[src/hdl/tage_pkg.sv]
// Shared widths, table entry types, prediction metadata and update record
// for the TAGE direction predictor

package tage_pkg;

    ////////////////////////////////////////////////////////////
    // Widths
    ////////////////////////////////////////////////////////////

    localparam int PC_WIDTH   = 32;
    // Base table, direct mapped on the PC
    localparam int BASE_IDX_W = 8;
    // Tagged tables, PC hashed with folded history
    localparam int TAG_IDX_W  = 6;
    localparam int TAG_W      = 8;
    // Counters, MSB set means taken
    localparam int BASE_CTR_W = 2;
    localparam int TAG_CTR_W  = 3;
    localparam int USEFUL_W   = 2;
    localparam int NUM_TAGGED = 2;
    localparam int GHR_LEN    = 16;

    ////////////////////////////////////////////////////////////
    // Types
    ////////////////////////////////////////////////////////////

    // 0 is the base table, 1 and up are tagged components by history length
    typedef logic [1:0] provider_id_t;

    typedef struct packed {
        logic [BASE_CTR_W-1:0] ctr;
    } base_entry_t;

    typedef struct packed {
        logic                  valid;
        logic [TAG_W-1:0]      tag;
        logic [TAG_CTR_W-1:0]  ctr;
        logic [USEFUL_W-1:0]   useful;
    } tagged_entry_t;

    // Returned by the front end with the outcome
    // Element c of tag_idx and tag belongs to component c+1
    typedef struct packed {
        provider_id_t                          provider;
        logic                                  alt_taken;
        logic                                  pred_taken;
        logic [BASE_IDX_W-1:0]                 base_idx;
        logic [NUM_TAGGED-1:0][TAG_IDX_W-1:0]  tag_idx;
        logic [NUM_TAGGED-1:0][TAG_W-1:0]      tag;
    } bpu_meta_t;

    typedef struct packed {
        logic      valid;
        logic      is_conditional;
        logic      taken;
        bpu_meta_t meta;
    } bpu_update_t;

endpackage

[src/hdl/tage_update_policy.sv]
// TAGE update policy: counter training, useful adjustment,
// allocation on misprediction, useful aging and history shift

`timescale 1ns/1ps

module tage_update_policy (
    input  tage_pkg::bpu_update_t                            update_i,

    // Entries read at the stored indices
    input  tage_pkg::base_entry_t                            base_rd_i,
    input  tage_pkg::tagged_entry_t [tage_pkg::NUM_TAGGED-1:0] tag_rd_i,

    // One write per table
    output logic                                             base_wr_en_o,
    output tage_pkg::base_entry_t                            base_wr_o,
    output logic [tage_pkg::NUM_TAGGED-1:0]                  tag_wr_en_o,
    output tage_pkg::tagged_entry_t [tage_pkg::NUM_TAGGED-1:0] tag_wr_o,

    // Global history control
    output logic                                             history_shift_o,
    output logic                                             shift_bit_o
);

    // Weak initial counters for a fresh allocation
    localparam logic [tage_pkg::TAG_CTR_W-1:0] WEAK_TAKEN =
        1 << (tage_pkg::TAG_CTR_W - 1);
    localparam logic [tage_pkg::TAG_CTR_W-1:0] WEAK_NOT_TAKEN = WEAK_TAKEN - 1'b1;

    logic                   upd_active;
    logic                   mispredict;
    logic                   alloc_found;
    tage_pkg::provider_id_t provider;

    assign upd_active = update_i.valid && update_i.is_conditional;
    assign mispredict = update_i.meta.pred_taken != update_i.taken;
    assign provider   = update_i.meta.provider;

    ////////////////////////////////////////////////////////////
    // Table writes
    ////////////////////////////////////////////////////////////

    always_comb begin
        // Default to rewriting what was read, enables low
        base_wr_en_o = 1'b0;
        base_wr_o    = base_rd_i;
        tag_wr_en_o  = '0;
        tag_wr_o     = tag_rd_i;
        alloc_found  = 1'b0;

        if (upd_active) begin
            // Provider counter training
            if (provider == '0) begin
                base_wr_en_o = 1'b1;
                if (update_i.taken) begin
                    if (base_rd_i.ctr != '1) begin
                        base_wr_o.ctr = base_rd_i.ctr + 1'b1;
                    end
                end else if (base_rd_i.ctr != '0) begin
                    base_wr_o.ctr = base_rd_i.ctr - 1'b1;
                end
            end

            for (int c = 0; c < tage_pkg::NUM_TAGGED; c++) begin
                if (provider == tage_pkg::provider_id_t'(c + 1)) begin
                    tag_wr_en_o[c] = 1'b1;
                    if (update_i.taken) begin
                        if (tag_rd_i[c].ctr != '1) begin
                            tag_wr_o[c].ctr = tag_rd_i[c].ctr + 1'b1;
                        end
                    end else if (tag_rd_i[c].ctr != '0) begin
                        tag_wr_o[c].ctr = tag_rd_i[c].ctr - 1'b1;
                    end
                    // Useful only moves when alternate disagreed
                    if (update_i.meta.pred_taken != update_i.meta.alt_taken) begin
                        if (!mispredict) begin
                            if (tag_rd_i[c].useful != '1) begin
                                tag_wr_o[c].useful = tag_rd_i[c].useful + 1'b1;
                            end
                        end else if (tag_rd_i[c].useful != '0) begin
                            tag_wr_o[c].useful = tag_rd_i[c].useful - 1'b1;
                        end
                    end
                end
            end

            // Allocation in the lowest longer component with useful zero
            if (mispredict) begin
                for (int c = 0; c < tage_pkg::NUM_TAGGED; c++) begin
                    if (tage_pkg::provider_id_t'(c + 1) > provider && !alloc_found &&
                        tag_rd_i[c].useful == '0) begin
                        alloc_found         = 1'b1;
                        tag_wr_en_o[c]      = 1'b1;
                        tag_wr_o[c].valid   = 1'b1;
                        tag_wr_o[c].tag     = update_i.meta.tag[c];
                        tag_wr_o[c].useful  = '0;
                        tag_wr_o[c].ctr     = update_i.taken ? WEAK_TAKEN : WEAK_NOT_TAKEN;
                    end
                end
                // Nothing free, so age every longer component
                if (!alloc_found) begin
                    for (int c = 0; c < tage_pkg::NUM_TAGGED; c++) begin
                        if (tage_pkg::provider_id_t'(c + 1) > provider) begin
                            tag_wr_en_o[c] = 1'b1;
                            if (tag_rd_i[c].useful != '0) begin
                                tag_wr_o[c].useful = tag_rd_i[c].useful - 1'b1;
                            end
                        end
                    end
                end
            end
        end
    end

    ////////////////////////////////////////////////////////////
    // History
    ////////////////////////////////////////////////////////////

    // Only conditional outcomes enter the history
    assign history_shift_o = upd_active;
    assign shift_bit_o     = update_i.taken;

endmodule

[config.mk]
export PLATFORM = sky130hd
export DESIGN_NAME = tage_update_policy
export DESIGN_NICKNAME = d
export VERILOG_FILES = /design/src/hdl/tage_pkg.sv /design/src/hdl/tage_update_policy.sv
export SDC_FILE = /design/constraint.sdc
export NUM_CORES = 1
export LEC_CHECK = 0
export BUFFER_PORTS_ARGS = -buffer_cell sky130_fd_sc_hd__buf_2
export CAP_MARGIN = 20
export CELL_PAD_IN_SITES_DETAIL_PLACEMENT = 2
export CELL_PAD_IN_SITES_GLOBAL_PLACEMENT = 2
export CORE_MARGIN = 3
export CORE_UTILIZATION = 17
export DETAILED_ROUTE_END_ITERATION = 12
export GPL_TIMING_DRIVEN = 0
export PLACE_DENSITY = 0.94
export SLEW_MARGIN = 10
export SYNTH_ARGS = -nofsm -noshare
export SYNTH_HDL_FRONTEND = slang
export SYNTH_SLANG_ARGS = --single-unit
export TNS_END_PERCENT = 20
[constraint.sdc]
create_clock -name vclk -period 2.3
set_input_delay 0.46 -clock vclk [all_inputs]
set_output_delay 0.46 -clock vclk [all_outputs]
set_load 0.005 [all_outputs]
==> results_dict.tcl <==
set metrics [dict create \
    status "finished clean" \
    grt_overflow 0 \
    ys_types 46 \
    placed_area_um2 1529 \
    finalCritPeriodShare 0.9894 \
    yosys_warnings 0 \
    synthTopCellsByCount "nor2_1 (11), inv_1 (10), ha_1 (8), mux2_1 (8), mux2_4 (8)" \
    grt_pass1_wl_mm 7.631 \
    n_clock_buffer 0 \
    layout-drive-gt1-share 0.6123 \
    chipHeight_um 82.83 \
    via_count 1471 \
    finalSetupViolations 0 \
    multi_input_comb_area_um2 1076 \
    avgSynthCellArea_um2 7.660 \
    hold_depth 2 \
    slew_violations 0 \
    crit_fanout 7 \
    synth_top_area_frac 0.1197 \
    core_area_um2 5608 \
    die_w_um 82.83 \
    diodes 0 \
    track_usage 0.1256 \
    drt-pass1-iter-count 4 \
    rows 27 \
    port_buffers 87 \
    leakage_uw 0.0008872 \
    final_cell_count_no_fill 299 \
    power_per_cell_area_nw_per_um2 168.3 \
    start_kind "primary input" \
    max_freq_mhz 439.4 \
    crit_required_ns 1.84 \
    grt_start_max_net_pins 11 \
    fin_hold_ws_ns 1.094 \
    synth_cells 131 \
    p_total_uw 293.5 \
    slew_headroom 0.6466 \
    cts_hold_repair.buffers 0 \
    crit_chain "buf_4 -> or3_4 -> and2b_4 -> nand3_4 -> mux2_1 -> buf_2" \
    synth_nets 212 \
    place_congestion 0.7265 \
    report.final.hold_viol_count 0 \
    drt.antenna.violating_nets 0 \
    yosysMostFrequentCell "nor2_1" \
    max-cap-violations 0 \
    layout_min_cycle_time_ns 2.276 \
    ff_latch_area_um2 0 \
    slowest_stage "or3_4" \
    synthToLayoutAreaGrowth_pct 73.82 \
    worstSetupPathType "in -> out" \
    syn_area_um2 1003 \
    drc_errors 0 \
    dp.cells 290 \
    via_per_inst 4.920 \
    grt_pass1_vias 1560 \
    rsz0062_at_grt "true" \
    ir_drop_mv 0.05030 \
    ys_seq_area_frac 0 \
    start_util 0.1789 \
    filler_cell_count 691 \
    worstHoldPathType "in -> out" \
    drtIter0Drc 22 \
    antenna_found_initial 0 \
    max_stage_delay_ns 0.40 \
    dieArea_um2 6861 \
    worst_pin_slew_ns 0.5252 \
    nFlopsAndLatches 0 \
    layout.nets 310 \
    fin_area_um2 1744 \
    dp_hpwl_mm 3.673 \
    synth_top_cell_by_area "mux2_4" \
    synth.area.top_cells "mux2_4 (12%), ha_1 (10%), mux2_1 (9.0%), nor2b_1 (4.4%), nor2_1 (4.1%)" \
    ios 108 \
    routedWlPerCell_um 15.87 \
    arrival_ns 1.82 \
    endpoint_kind "output pin" \
    finalWirelength_mm 4.746 \
]
-- worst paths after layout --
| check | from | slack, ns | to |
|---|---|---|---|
| worst max-delay path | tag_rd_i[0] | 0.02 | tag_wr_o[19] |
| worst min-delay path | update_i[40] | 1.09 | shift_bit_o |
-- worst max-delay path, delay by kind of cell --
family                 cells  cell delay [ns]
AND/OR/NAND/NOR            3             0.75
multiplexers               1             0.33
buffers and inverters      2             0.27
-- layout by cell type (no fill, tap or decap), types with 2 or more instances in the layout --
cell	synthesis	routed
buf_2	0	85
buf_4	2	12
mux2_4	8	12
inv_1	10	9
nor2_1	11	8
a21oi_1	7	7
o21ai_0	6	6
ha_1	8	6
nand2_1	6	5
mux2_1	8	4
nand2b_1	4	4
nor2b_1	7	4
nor3_1	4	4
a31oi_1	4	4
nor2_2	0	3
nand3_1	3	3
and3_1	3	3
inv_2	1	2
clkbuf_2	0	2
nand3_4	0	2
a211oi_2	0	2
a22o_1	2	2
a32o_1	2	2
a221oi_1	2	2
o211a_1	2	2
nor2b_2	0	2
ha_4	0	2
-- metal layers --
metal  vias up  share of wire  wire length [um]  track usage
met5         -              0                 0            0
met4         0         0.0044                21            0
met3         2          0.065               309      0.02083
met2        72           0.53              2520       0.2427
met1       706           0.40              1894       0.1529
li1        691              -                 -            -
-- repair_timing --
| item | 4_1_cts | 5_1_grt |
|---|---|---|
| endpoints found under the setup margin | 26 | 25 |
| pin swaps | 4 | 6 |
| gates cloned | 1 | 0 |
| setup buffers | 1 | 7 |
| resized for setup | 12 | 25 |
-- through the flow --
stage,TNS (ns),util,worst slack (ns)
4_1_cts,-0.1163,0.2849,-0.06215
5_1_grt,-0.5529,0.3110,-0.06384
3_5_place_dp,-2.772,0.2726,-0.2891
6_report,0,0.3110,0.02442
2_1_floorplan,0,-,0.2163
3_3_place_gp,-2.217,0.2726,-0.2377
-- area by class of cell --
cell class / count / area share
multi-input combinational: 116 / 0.6169
timing repair buffer: 95 / 0.2869
inverter: 11 / 0.02367
buffer: 5 / 0.02080
tap: 72 / 0.05165
-- cells by family (layout without fill, tap and decap cells) --
| logic type | Yosys count | in the layout | share of synthesized area |
|---|---|---|---|
| buffers and inverters | 16 | 111 | 0.07481 |
| AO/OA/AOI/OAI | 40 | 40 | 0.3018 |
| multiplexers | 17 | 17 | 0.2207 |
| AND/OR/NAND/NOR | 47 | 48 | 0.2693 |
| XOR/XNOR | 3 | 3 | 0.03367 |
| adder cells (fa/ha/maj) | 8 | 8 | 0.09975 |
-- power by group --
part	switching, uW	internal, uW	total [uW]
Sequential	0	0	0
Clock	0	0	0
Combinational	146	147	294
Note: power is estimated with default switching activity, not from simulation.
