--- src/hdl/predictor_table.sv ---
// Flop-array predictor table with a payload type parameter
// Two combinational read ports and one clocked write port

`timescale 1ns/1ps

module predictor_table #(
    parameter int  IDX_W   = 6,
    parameter type entry_t = logic [7:0]
) (
    input  logic             clk,
    input  logic             rst_n,

    // Prediction read port
    input  logic [IDX_W-1:0] pred_idx_i,
    output entry_t           pred_entry_o,

    // Update read port
    input  logic [IDX_W-1:0] upd_idx_i,
    output entry_t           upd_entry_o,

    // Write port
    input  logic             wr_en_i,
    input  logic [IDX_W-1:0] wr_idx_i,
    input  entry_t           wr_entry_i
);

    localparam int DEPTH = 1 << IDX_W;

    entry_t mem_q [DEPTH];

    ////////////////////////////////////////////////////////////
    // Storage
    ////////////////////////////////////////////////////////////

    // All entries cleared so tagged valid bits start low
    // and base counters start at strongly not taken
    always_ff @(posedge clk or negedge rst_n) begin
        if (!rst_n) begin
            for (int i = 0; i < DEPTH; i++) begin
                mem_q[i] <= '0;
            end
        end else if (wr_en_i) begin
            mem_q[wr_idx_i] <= wr_entry_i;
        end
    end

    ////////////////////////////////////////////////////////////
    // Read ports
    ////////////////////////////////////////////////////////////

    // Reads see the contents before this edge's write
    assign pred_entry_o = mem_q[pred_idx_i];
    assign upd_entry_o  = mem_q[upd_idx_i];

endmodule

--- config.mk ---
export PLATFORM = sky130hd
export DESIGN_NAME = predictor_table
export DESIGN_NICKNAME = d
export VERILOG_FILES = /design/src/hdl/predictor_table.sv
export SDC_FILE = /design/constraint.sdc
export NUM_CORES = 1
export LEC_CHECK = 0
export BUFFER_PORTS_ARGS = -buffer_cell sky130_fd_sc_hd__buf_4
export CAP_MARGIN = 25
export CORE_ASPECT_RATIO = 0.9
export CORE_MARGIN = 3
export CORE_UTILIZATION = 62
export CTS_CLUSTER_DIAMETER = 60
export DETAILED_ROUTE_END_ITERATION = 8
export PLACE_DENSITY = 0.87
export SLEW_MARGIN = 20
export SYNTH_ARGS = -nofsm -noshare
export SYNTH_HDL_FRONTEND = slang
export SYNTH_SLANG_ARGS = --single-unit
export TNS_END_PERCENT = 5
--- constraint.sdc ---
create_clock -name clk -period 5.65 [get_ports clk]
set_input_delay 0.8475 -clock clk [delete_from_list [all_inputs] [get_ports clk]]
set_output_delay 0.8475 -clock clk [all_outputs]
set_load 0.01 [all_outputs]
==> flow_metrics.py, run 1 <==
metrics = {
    "run_status": {
        "status": "finished clean",
    },
    "synth": {
        "syn_nets": 1861,
        "ys_types": 50,
        "yosys_warnings": 0,
        "yosysTopAreaCell": "dfrtp_1",
        "synthTopCellsByArea": "dfrtp_1 46%, mux2_2 21%, mux4_2 20%",
        "synthAdderAreaFrac": 0,
        "ys_ff_latch": 512,
        "yosys-top-cells-count": "530 x mux2_2, 512 x dfrtp_1, 249 x mux4_2",
        "ys.flop_type": "dfrtp_1",
        "async_flop_share": 1.00,
        "synth_compound_gate_area_share": 0.0291,
        "synth_edf_count": 0,
        "synth_xor_area_frac": 0,
        "yosys.area_share.simple": 0.0372,
        "synth_area_um2": 27800,
        "yosysMostFrequentCell": "mux2_2",
        "postSynthAreaPerCell_um2": 15.2,
        "synth_top_family_by_area": "multiplexers",
        "seq_area_frac_synth": 0.460,
        "synthCells": 1832,
        "synth_mux_area_frac": 0.443,
        "yosys.area.top_type_share": 0.460,
    },
    "final_layout": {
        "reg_top3": "mem_q: 512 flops",
        "final_net_count": 1822,
        "fin_util": 0.683,
        "syn_to_final_growth_pct": 8.69,
        "drive_gt1_frac": 0.539,
        "regMostFlops": "mem_q",
        "largest_reg_flops": 512,
        "stdcell_area_um2": 30300,
    },
    "global_route": {
        "antenna_found_initial": 2,
        "grt-ovfl-total": 0,
        "grt_pass1_wl_um": 118000,
        "grt_usage": 0.327,
        "grt_max_degree": 159,
        "grt_pass1_vias": 18700,
    },
    "floorplan": {
        "rows": 73,
        "core_um2": 44300,
        "fp.dieH_um": 207,
        "start_util": 0.629,
        "dieArea_um2": 47500,
        "die_x_um": 229,
        "io_pins": 45,
    },
    "setup_path": {
        "crit_arrival_ns": 3.54,
        "setup.worst_path.start": "pred_idx_i[1]",
        "r2r_slack_ns": 4.81,
        "path_max_fanout": 43,
        "r2r_cells": 1,
        "crit_type": "primary input to primary output",
        "r2r_start": "mem_q[103]$_DFFE_PN0P_",
        "timing.rr.end": "mem_q[103]$_DFFE_PN0P_",
        "critPathCaptureType": "primary output",
        "required_ns": 4.80,
        "crit_path_start_kind": "primary input",
        "cp-endpoint": "pred_entry_o[4]",
    },
    "routing": {
        "wire_per_inst_um": 31.6,
        "drcViolationCount": 0,
        "via_count": 18100,
        "drt_first_pass_iters": 6,
        "ant_nets": 0,
        "drt_iter0_markers": 2341,
        "via_per_inst": 7.41,
        "routed_wl_um": 76900,
    },
    "job": {
        "drv_cap": 0,
    },
    "power": {
        "leakagePower_nw": 13.2,
        "ir_drop_uv": 212,
        "power.density_nw_per_um2": 332,
    },
    "sta": {
        "slew_viol_final": 0,
        "fmax_mhz": 228,
        "finalCritPeriodShare": 0.776,
        "hold_violations": 0,
        "fin_crit_ns": 4.38,
        "hold_slack_ns": 0.130,
        "worst_pin_slew_ns": 1.09,
        "fin_worst_skew_ns": 0,
        "rsz0062_at_grt": "false",
        "relSlewSlack": 0.273,
        "finalSetupViolCount": 0,
        "fin_tns_setup_ns": 0,
    },
    "cts": {
        "clk_pin_slew_ns": 0.06,
        "cts_buffers": 53,
        "cts_tree": "built",
        "h-tree-depth": 2,
        "cts_resized": 0,
        "postCtsHoldBufs": 0,
        "cts_setup_buffers": 0,
        "clock_latency_ns": 0.60,
        "clock-sinks": 512,
        "clockRootBuffer": "clkbuf_16",
        "clockBufferDepth": 3,
    },
    "hold_path": {
        "hp-class": "primary input to asynchronous set/reset pin",
    },
    "placement": {
        "io_buffer_count": 44,
        "hpwlAfterDp_um": 48200,
        "gp_routability_congestion": 0.911,
        "placed_area_um2": 28400,
    },
}
worst max-delay path, cell delays in order:
cell	delay [ns]
buf_6	0.42
mux4_2	0.59
mux2i_1	0.42
a21oi_1	0.15
o21ai_0	0.58
o21ai_1	0.22
buf_4	0.20
cell families (layout without fill, tap and decap cells):
family / count (synthesis) / in the layout
flip-flops: 512 / 512
other: 0 / 1
AO/OA/AOI/OAI: 130 / 130
multiplexers: 837 / 837
buffers and inverters: 163 / 166
AND/OR/NAND/NOR: 190 / 190
area by class of cell:
type	instances	area (um2)
Inverter	1	3.75
Timing Repair Buffer	68	633
Multi-Input combinational cell	1157	14200
Clock inverter	19	262
Clock buffer	78	1630
Sequential cell	512	12800
Antenna cell	1	2.50
Fill cell	2792	14000
Tap cell	600	751
power breakdown:
part | switching (mW) | internal (mW) | leakage [nW]
sequential | 0.394 | 4.16 | 6.80
combinational | 0.767 | 0.964 | 5.50
clock | 1.51 | 2.27 | 0.937
through the flow:
stage	std cells	worst slack, ns	power, mW
floorplan	1832	2.45	5.71
global route	2436	1.24	10.4
CTS	2435	1.43	10.0
finish	2436	1.27	10.1
global placement	2338	1.40	6.17
detailed placement	2338	1.44	6.28
metal layers:
metal,global-route usage,part of all wire
met5,0,0
met4,0.148,0.050
met3,0.0910,0.12
met2,0.480,0.45
met1,0.463,0.38
how the worst min path moves through the flow:
| stage | from | slack, ns | depth (start not counted) | endpoint |
|---|---|---|---|---|
| after detailed placement | mem_q[350]$_DFFE_PN0P_ | 0.51 | 1 | mem_q[350]$_DFFE_PN0P_ |
| after floorplan | mem_q[349]$_DFFE_PN0P_ | 0.48 | 1 | mem_q[349]$_DFFE_PN0P_ |
| after global placement | mem_q[350]$_DFFE_PN0P_ | 0.49 | 1 | mem_q[350]$_DFFE_PN0P_ |
| after CTS | rst_n | 0.12 | 1 | mem_q[246]$_DFFE_PN0P_ |
| final | rst_n | 0.13 | 1 | mem_q[64]$_DFFE_PN0P_ |
| after global routing | rst_n | 0.14 | 1 | mem_q[119]$_DFFE_PN0P_ |
cells in the final DEF, fill, tap and decap left out, types with 37 or more instances in the layout:
cell type / instances
mux2i_1: 43
buf_4: 55
mux2_2: 530
nand2_1: 49
nor2_2: 37
mux4_2: 249
dfrtp_1: 512
clkbuf_16: 55
o21ai_0: 40
No activity file was read; power rests on OpenSTA's default activity.
==> run 2: changes to the inputs <==
- clock period: 5.65 -> 4.3 ns (I/O delays scaled with it)
==> run 2 against run 1 <==
Register-to-register slack worse by 1.3 ns. Clock-buffer cell count increased by 1. Sequential power up 31%. Worst setup slack worse by 0.74 ns. First-iteration DRC count fell by 6.3%. Non-clock buffer count grew 25. Cell count increased by 0.78%. Wire length is 0.87% higher. Hold slack improved by 0.0031 ns. Sequential share of layout area hardly changed. Critical endpoint unchanged.
==> flow_metrics.py, run 2 (synthesis results as in run 1) <==
metrics = {
    "run_status": {
        "status": "finished clean",
    },
    "final_layout": {
        "final_cell_mix": "530 x mux2_2, 512 x dfrtp_1, 249 x mux4_2",
        "regMostFlops": "mem_q",
        "syn_to_final_growth_pct": 8.63,
        "stdcell_area_um2": 30300,
        "final_common_cell": "mux2_2",
        "final_net_count": 1846,
        "largest_reg_flops": 512,
        "drive_gt1_frac": 0.540,
        "reg_top3": "mem_q: 512 flops",
        "n_fill_cell": 2836,
    },
    "cts": {
        "cts_buffers": 52,
        "clock-sinks": 512,
        "cts_resized": 0,
        "postCtsHoldBufs": 0,
        "clockRootBuffer": "clkbuf_16",
        "cts_setup_buffers": 0,
        "clock_latency_ns": 0.61,
        "h-tree-depth": 2,
        "clk_pin_slew_ns": 0.06,
        "clockBufferDepth": 3,
        "cts_tree": "built",
    },
    "placement": {
        "hpwlAfterDp_um": 50100,
        "placed_area_um2": 28600,
        "io_buffer_count": 44,
        "gp_routability_congestion": 0.972,
    },
    "floorplan": {
        "io_pins": 45,
        "rows": 73,
        "die_x_um": 229,
        "start_util": 0.629,
        "dieArea_um2": 47500,
        "fp.dieH_um": 207,
        "core_um2": 44300,
    },
    "routing": {
        "via_per_inst": 7.35,
        "drcViolationCount": 0,
        "routed_wl_um": 77500,
        "drt_first_pass_iters": 5,
        "wire_per_inst_um": 31.6,
        "ant_nets": 0,
        "drt_iter0_markers": 2194,
        "via_count": 18100,
    },
    "hold_path": {
        "hp-class": "primary input to asynchronous set/reset pin",
    },
    "setup_path": {
        "r2r_start": "mem_q[231]$_DFFE_PN0P_",
        "critPathCaptureType": "primary output",
        "required_ns": 3.65,
        "r2r_cells": 1,
        "r2r_slack_ns": 3.47,
        "crit_type": "primary input to primary output",
        "cp_common_cell": "o21ai_0",
        "critPathMaxStageDelay_ns": 0.53,
        "setup.worst_path.start": "pred_idx_i[0]",
        "crit_path_start_kind": "primary input",
        "timing.rr.end": "mem_q[231]$_DFFE_PN0P_",
        "cp_cell_sequence": "buf_6, buf_12, mux4_2, o21ai_0, a21oi_1, o21ai_0, o21ai_1, buf_4",
        "cpMaxStageDelayCell": "mux4_2",
        "crit_arrival_ns": 3.12,
        "path_max_fanout": 37,
    },
    "global_route": {
        "grt_pass1_vias": 18400,
        "grt-ovfl-total": 0,
        "antenna_found_initial": 1,
        "grt_pass1_wl_um": 119000,
        "grt_usage": 0.331,
        "grt_max_degree": 111,
    },
    "sta": {
        "rsz0062_at_grt": "false",
        "hold_violations": 0,
        "worst_pin_slew_ns": 1.02,
        "slew_viol_final": 0,
        "finalCritPeriodShare": 0.877,
        "fmax_mhz": 265,
        "fin_worst_skew_ns": 0,
        "finalSetupViolCount": 0,
        "fin_tns_setup_ns": 0,
        "relSlewSlack": 0.315,
        "fin_crit_ns": 3.77,
    },
    "job": {
        "drv_cap": 0,
    },
    "power": {
        "leakagePower_nw": 13.3,
        "ir_drop_uv": 379,
        "total_power_mw": 12.8,
        "power.density_nw_per_um2": 422,
    },
}
run 2: final cells by class:
type	count	area, um2	share of cell area
multi-input cells	1157	14200	0.468
flip-flops and latches	512	12800	0.424
clock buffers	79	1550	0.0514
repair buffers	93	858	0.0284
well taps	600	751	0.0248
clock inverters	12	98.8	0.00327
inverters	1	3.75	0.000124
diodes	1	2.50	0.0000827
run 2: critical path, delay by kind of cell:
family	cells	cell delay, ns
mux	1	0.53
compound gates	4	0.93
buf+inv	3	0.96
run 2: metrics by stage:
| step | utilization | cells | hold WS [ns] | setup WS, ns |
|---|---|---|---|---|
| after floorplan | - | 1832 | 0.349 | 1.51 |
| after global placement | 0.646 | 2363 | 0.489 | 0.553 |
| after detailed placement | 0.646 | 2363 | 0.509 | 0.621 |
| after CTS | 0.683 | 2454 | 0.148 | 0.599 |
| after global routing | 0.683 | 2454 | 0.178 | 0.338 |
| final | 0.683 | 2455 | 0.133 | 0.530 |
run 2: how the worst max path moves through the flow:
stage,endpoint,cells past startpoint
after floorplan,pred_entry_o[0],6
after global placement,pred_entry_o[4],8
after detailed placement,pred_entry_o[4],8
after CTS,pred_entry_o[4],8
after global routing,pred_entry_o[4],8
final,pred_entry_o[4],8
run 2: report_power, final:
part           switching, mW  leakage [nW]  total (mW)  internal, mW
combinational           1.03          5.64        2.32          1.29
clock                   1.94         0.817        4.48          2.54
sequential             0.505          6.80        5.97          5.46
run 2: per-layer routing:
layer / part of all wire / global-route usage
met1: 0.38 / 0.475
met2: 0.45 / 0.483
met3: 0.13 / 0.101
met4: 0.040 / 0.125
met5: 0.00041 / 0.00504
