### src/hdl/tage_pkg.sv
// Shared widths, table entry types, prediction metadata and update record
// for the TAGE direction predictor

package tage_pkg;

    ////////////////////////////////////////////////////////////
    // Widths
    ////////////////////////////////////////////////////////////

    localparam int PC_WIDTH   = 32;
    // Base table, direct mapped on the PC
    localparam int BASE_IDX_W = 8;
    // Tagged tables, PC hashed with folded history
    localparam int TAG_IDX_W  = 6;
    localparam int TAG_W      = 8;
    // Counters, MSB set means taken
    localparam int BASE_CTR_W = 2;
    localparam int TAG_CTR_W  = 3;
    localparam int USEFUL_W   = 2;
    localparam int NUM_TAGGED = 2;
    localparam int GHR_LEN    = 16;

    ////////////////////////////////////////////////////////////
    // Types
    ////////////////////////////////////////////////////////////

    // 0 is the base table, 1 and up are tagged components by history length
    typedef logic [1:0] provider_id_t;

    typedef struct packed {
        logic [BASE_CTR_W-1:0] ctr;
    } base_entry_t;

    typedef struct packed {
        logic                  valid;
        logic [TAG_W-1:0]      tag;
        logic [TAG_CTR_W-1:0]  ctr;
        logic [USEFUL_W-1:0]   useful;
    } tagged_entry_t;

    // Returned by the front end with the outcome
    // Element c of tag_idx and tag belongs to component c+1
    typedef struct packed {
        provider_id_t                          provider;
        logic                                  alt_taken;
        logic                                  pred_taken;
        logic [BASE_IDX_W-1:0]                 base_idx;
        logic [NUM_TAGGED-1:0][TAG_IDX_W-1:0]  tag_idx;
        logic [NUM_TAGGED-1:0][TAG_W-1:0]      tag;
    } bpu_meta_t;

    typedef struct packed {
        logic      valid;
        logic      is_conditional;
        logic      taken;
        bpu_meta_t meta;
    } bpu_update_t;

endpackage

### src/hdl/history_hash.sv
// Folded global history hash into a tagged table index and tag

`timescale 1ns/1ps

module history_hash #(
    parameter int HIST_LEN = 5
) (
    input  logic [tage_pkg::PC_WIDTH-1:0]  pc_i,
    input  logic [tage_pkg::GHR_LEN-1:0]   ghr_i,
    output logic [tage_pkg::TAG_IDX_W-1:0] idx_o,
    output logic [tage_pkg::TAG_W-1:0]     tag_o
);

    // PC field positions, word aligned
    localparam int IDX_LSB = 2;
    localparam int TAG_LSB = IDX_LSB + tage_pkg::TAG_IDX_W;

    logic [tage_pkg::TAG_IDX_W-1:0] idx_fold;
    logic [tage_pkg::TAG_W-1:0]     tag_fold;

    // Newest history sits at bit 0
    // Bit i lands in chunk position i mod W, which is the same as XOR of
    // consecutive W-bit chunks with the last one zero-padded
    always_comb begin
        idx_fold = '0;
        tag_fold = '0;
        for (int i = 0; i < HIST_LEN; i++) begin
            idx_fold[i % tage_pkg::TAG_IDX_W] ^= ghr_i[i];
            tag_fold[i % tage_pkg::TAG_W]     ^= ghr_i[i];
        end
    end

    // Index from low PC bits, tag from the bits just above
    assign idx_o = pc_i[IDX_LSB +: tage_pkg::TAG_IDX_W] ^ idx_fold;
    assign tag_o = pc_i[TAG_LSB +: tage_pkg::TAG_W] ^ tag_fold;

endmodule

### src/hdl/predictor_table.sv
// Flop-array predictor table with a payload type parameter
// Two combinational read ports and one clocked write port

`timescale 1ns/1ps

module predictor_table #(
    parameter int  IDX_W   = 6,
    parameter type entry_t = logic [7:0]
) (
    input  logic             clk,
    input  logic             rst_n,

    // Prediction read port
    input  logic [IDX_W-1:0] pred_idx_i,
    output entry_t           pred_entry_o,

    // Update read port
    input  logic [IDX_W-1:0] upd_idx_i,
    output entry_t           upd_entry_o,

    // Write port
    input  logic             wr_en_i,
    input  logic [IDX_W-1:0] wr_idx_i,
    input  entry_t           wr_entry_i
);

    localparam int DEPTH = 1 << IDX_W;

    entry_t mem_q [DEPTH];

    ////////////////////////////////////////////////////////////
    // Storage
    ////////////////////////////////////////////////////////////

    // All entries cleared so tagged valid bits start low
    // and base counters start at strongly not taken
    always_ff @(posedge clk or negedge rst_n) begin
        if (!rst_n) begin
            for (int i = 0; i < DEPTH; i++) begin
                mem_q[i] <= '0;
            end
        end else if (wr_en_i) begin
            mem_q[wr_idx_i] <= wr_entry_i;
        end
    end

    ////////////////////////////////////////////////////////////
    // Read ports
    ////////////////////////////////////////////////////////////

    // Reads see the contents before this edge's write
    assign pred_entry_o = mem_q[pred_idx_i];
    assign upd_entry_o  = mem_q[upd_idx_i];

endmodule

### src/hdl/tagged_component.sv
// One tagged TAGE component with its hash, its table and the hit check

`timescale 1ns/1ps

module tagged_component #(
    parameter int HIST_LEN = 5
) (
    input  logic                            clk,
    input  logic                            rst_n,

    // Prediction side
    input  logic [tage_pkg::PC_WIDTH-1:0]   pc_i,
    input  logic [tage_pkg::GHR_LEN-1:0]    ghr_i,
    output logic                            hit_o,
    output logic [tage_pkg::TAG_CTR_W-1:0]  ctr_o,
    output logic [tage_pkg::TAG_IDX_W-1:0]  idx_o,
    output logic [tage_pkg::TAG_W-1:0]      tag_o,

    // Update side, toward the policy
    input  logic [tage_pkg::TAG_IDX_W-1:0]  upd_idx_i,
    output tage_pkg::tagged_entry_t         upd_entry_o,
    input  logic                            wr_en_i,
    input  logic [tage_pkg::TAG_IDX_W-1:0]  wr_idx_i,
    input  tage_pkg::tagged_entry_t         wr_entry_i
);

    tage_pkg::tagged_entry_t pred_entry;

    // Index and tag for this history length
    history_hash #(
        .HIST_LEN (HIST_LEN)
    ) history_hash_inst (
        .pc_i  (pc_i),
        .ghr_i (ghr_i),
        .idx_o (idx_o),
        .tag_o (tag_o)
    );

    predictor_table #(
        .IDX_W   (tage_pkg::TAG_IDX_W),
        .entry_t (tage_pkg::tagged_entry_t)
    ) table_inst (
        .clk          (clk),
        .rst_n        (rst_n),
        .pred_idx_i   (idx_o),
        .pred_entry_o (pred_entry),
        .upd_idx_i    (upd_idx_i),
        .upd_entry_o  (upd_entry_o),
        .wr_en_i      (wr_en_i),
        .wr_idx_i     (wr_idx_i),
        .wr_entry_i   (wr_entry_i)
    );

    // Hit needs a valid entry and a matching tag
    assign hit_o = pred_entry.valid && (pred_entry.tag == tag_o);
    assign ctr_o = pred_entry.ctr;

endmodule

### config.mk
export PLATFORM = sky130hd
export DESIGN_NAME = tagged_component
export DESIGN_NICKNAME = d
export VERILOG_FILES = /design/src/hdl/tage_pkg.sv /design/src/hdl/history_hash.sv /design/src/hdl/predictor_table.sv /design/src/hdl/tagged_component.sv
export SDC_FILE = /design/constraint.sdc
export NUM_CORES = 2
export LEC_CHECK = 0
export ABC_AREA = 1
export BUFFER_PORTS_ARGS = -buffer_cell sky130_fd_sc_hd__clkbuf_2
export CORE_ASPECT_RATIO = 0.9
export CORE_MARGIN = 5
export CORE_UTILIZATION = 46
export DETAILED_ROUTE_END_ITERATION = 8
export SLEW_MARGIN = 10
export SYNTH_ARGS = -nofsm -noshare
export SYNTH_HDL_FRONTEND = slang
export SYNTH_SLANG_ARGS = --single-unit
export TNS_END_PERCENT = 20
### constraint.sdc
create_clock -name clk -period 2.35 [get_ports clk]
set_input_delay 0.235 -clock clk [delete_from_list [all_inputs] [get_ports clk]]
set_output_delay 0.235 -clock clk [all_outputs]
set_load 0.02 [all_outputs]
==> flow_metrics.env <==
export IMPL_cell_with_the_largest_stage_delay_on_the_worst_path="inv_2"
export IMPL_fin_area_um2=59500
export IMPL_drt_antenna_violating_nets=0
export IMPL_power_density_nw_per_um2=786
export IMPL_slowest_delay_ps=700
export IMPL_synthDominantAreaCellType="dfrtp_1"
export IMPL_max_slew_margin_rel=0.330
export IMPL_clkSinkCount=896
export IMPL_irDropWorstVdd_mv=0.676
export IMPL_antenna_found_initial=9
export IMPL_worstSetupStartpoint="ghr_i[4]"
export IMPL_dpl_instance_area_um2=54100
export IMPL_tritoncts="done"
export IMPL_holdPathStages=4
export IMPL_synth_top_cell_area_share=0.474
export IMPL_gp_congestion=0.991
export IMPL_worst_slew_pin_slew_ps=1000
export IMPL_worstPathMaxFanout=13
export IMPL_postSynthAreaPerCell_um2=7.42
export IMPL_cp_top_family="buffers and inverters"
export IMPL_synth_top_cells_by_area="dfrtp_1 47%, o21ai_0 16%, nand2_1 11%"
export IMPL_rr_startpoint="table_inst.mem_q[64]$_DFFE_PN0P_"
export IMPL_detail_route_wirelength_um=213000
export IMPL_fin_cells=8212
export IMPL_hpwl_um=138000
export IMPL_final_max_slew_violation_count=0
export IMPL_gate_count_post_synth=6378
export IMPL_post_synth_edffs=0
export IMPL_clk_insertion_delay_late_ps=690
export IMPL_finalSetupViolCount=18
export IMPL_grt_setup_unrepaired="true"
export IMPL_wl_per_cell_um=25.9
export IMPL_global_route_overflow_total=0
export IMPL_worst_hold_path_endpoint="table_inst.mem_q[766]$_DFFE_PN0P_"
export IMPL_die_h_um=314
export IMPL_critPathKind="in -> out"
export IMPL_final_nets=6846
export IMPL_syn_area_um2=47300
export IMPL_grt_start_max_net_pins=89
export IMPL_area_delta_synth_final_pct=25.7
export IMPL_start_kind="input pin"
export IMPL_synth_sequential_area_ratio=0.474
export IMPL_mappedNetlistNets=6455
export IMPL_die_area_um2=109000
export IMPL_maxCapViolations=0
export IMPL_numCtsBuffers=99
export IMPL_drt_first_pass_iters=9
export IMPL_top_register="table_inst.mem_q"
export IMPL_dpl_cell_count=7971
export IMPL_critical_path_reg2reg_endpoint="table_inst.mem_q[64]$_DFFE_PN0P_"
export IMPL_hold_path_class="in -> reg"
export IMPL_max_clock_freq_mhz=336
export IMPL_top_regs="table_inst.mem_q x896"
export IMPL_h_tree_depth=3
export IMPL_cells_along_the_critical_path="clkbuf_2, xnor2_2, buf_4, inv_2, buf_12, nand3_2, nand3_2, nand2_1, nand2_1, nand2_1, nor2_1, nand3_2, nor2_4, buf_6, clkbuf_8"
export IMPL_routed_vias=50700
export IMPL_clkTransAtPathRegs_ps=60
export IMPL_drt_initial_drc_count=7837
export IMPL_cp_data_arrival_time_ps=2740
export IMPL_leakagePower_nw=26.6
export IMPL_synth_distinct_cells=29
export IMPL_failed_checks="negative setup slack"
export IMPL_synth_warning_count=0
export IMPL_gr_usage_all_layers=0.380
export IMPL_endpoint_kind="primary output"
export IMPL_top_level_ports=109
export IMPL_floorplan_die_width_um=348
export IMPL_hold_ws_ps=46.0
export IMPL_cp_required_ps=2120
export IMPL_initial_core_util=0.464
export IMPL_synth_seq_cells=896
export IMPL_final_core_utilization=0.583
export IMPL_setup_slack_on_the_worst_flop_to_flop_path_ps=1410
export IMPL_grt_first_pass_wirelength_um=314000
export IMPL_via_count_of_the_first_global_routing_pass=47200
export IMPL_timing_hold_worst_start="wr_entry_i[10]"
export IMPL_r2r_cells=4
export IMPL_io_buffer_count=79
export IMPL_ctsLongestPathBuffers=3
export IMPL_fin_crit_share=1.27
export IMPL_fp_coreArea_um2=102000
export IMPL_final_layout_size_suffix_gt1_frac=0.183
export IMPL_clock_tree_root_cell="clkbuf_16"
export IMPL_outcome="finished with violations"
export IMPL_largest_register_ffs=896
export IMPL_finalClockSkew_ps=0
export IMPL_crit_buf_inv=6
export IMPL_vias_per_cell=6.18
export IMPL_synth_async_reset_ratio=1.00
export IMPL_fin_total_pwr_mw=46.7
export IMPL_timing_final_hold_violations=0
export IMPL_placementRows=111
export IMPL_final_critical_path_setup_slack_ps=-628
export IMPL_synth_flop_cell="dfrtp_1"
export IMPL_post_route_min_period_ps=2980
export IMPL_drc=0
==> worst reg2reg max path: cells and delay by family, from the launching register on <==
kind | cells | cell delay, ps
simple gates | 1 | 50
buf+inv | 2 | 270
compound gates | 1 | 70
flops | 1 | 410
==> power breakdown <==
group          switching [mW]  internal (mW)  leakage [nW]
clock                    6.93           9.58          1.66
sequential               1.72           17.6          11.7
combinational            6.52           4.36          13.3
==> routing by layer <==
layer / track usage / share of wire / vias up
met5: 0 / 0.00015 / -
met4: 0.181 / 0.055 / 4
met3: 0.132 / 0.14 / 607
met2: 0.521 / 0.40 / 3383
met1: 0.535 / 0.40 / 24300
li1: - / - / 22500
==> stage by stage <==
step                setup slack (ps)  TNS, ps
finish                          -628    -8790
floorplan                       17.5        0
CTS                             -601    -8710
detailed placement              -950    -9230
global placement                -983    -9300
global route                    -634   -10130
==> layout by cell type, fill, tap and decap left out, types with 68 or more instances in the layout <==
master	count
o22ai_1	171
buf_4	645
a21oi_1	149
nand3_2	68
nand2_1	1411
clkbuf_16	102
o211ai_1	82
dfrtp_1	896
buf_12	106
nor2_1	635
inv_1	120
o21ai_0	1484
nand3_1	468
==> cell families (layout without fill, tap and decap cells) <==
group | after synthesis | count (layout) | share of synthesized area
AND/OR/NAND/NOR | 2687 | 2687 | 0.232
AO/OA/AOI/OAI | 2041 | 2041 | 0.231
flip-flops | 896 | 896 | 0.474
buffers and inverters | 736 | 1207 | 0.0600
XOR/XNOR | 11 | 11 | 0.00204
multiplexers | 7 | 7 | 0.00148
other | 0 | 7 | 0
==> worst max-delay path by stage <==
| stage | cells after the start | endpoint |
|---|---|---|
| detailed placement | 18 | hit_o |
| CTS | 10 | upd_entry_o[6] |
| finish | 15 | hit_o |
| global route | 10 | upd_entry_o[6] |
| global placement | 18 | hit_o |
| floorplan | 11 | upd_entry_o[9] |
==> synth_stat cells (2+ instances only) <==
cell	number
o221ai_1	54
nand3_1	550
nor2_1	653
clkinv_1	3
dfrtp_1	896
inv_2	4
nand3b_1	2
buf_2	46
xor2_1	2
mux2i_1	7
buf_1	21
o21ai_0	1534
nand2_1	1425
o22ai_1	177
or2_2	23
o32ai_1	20
o211ai_1	82
nor3_2	3
buf_4	5
inv_1	146
xnor2_1	9
a21oi_1	153
nor4_2	6
nand2_2	6
o21ai_1	20
clkbuf_1	511
nor3_1	18
==> what timing repair did <==
action,CTS,global route
hold buffers,1,0
gates cloned,16,1
buffers inserted,26,12
resized for setup,232,65
endpoints found under the hold margin,680,0
pin swaps,54,29
endpoints found under the setup margin,18,18
==> cell type report <==
| class | instances | area (µm²) |
|---|---|---|
| inverters | 153 | 589 |
| clock buffers | 134 | 2770 |
| multi-input cells | 4746 | 23000 |
| repair buffers | 873 | 8400 |
| diodes | 7 | 17.5 |
| flip-flops and latches | 896 | 22400 |
| clock inverters | 47 | 581 |
| well taps | 1356 | 1700 |
| fillers | 9358 | 42500 |
No activity file was read; power rests on OpenSTA's default activity.
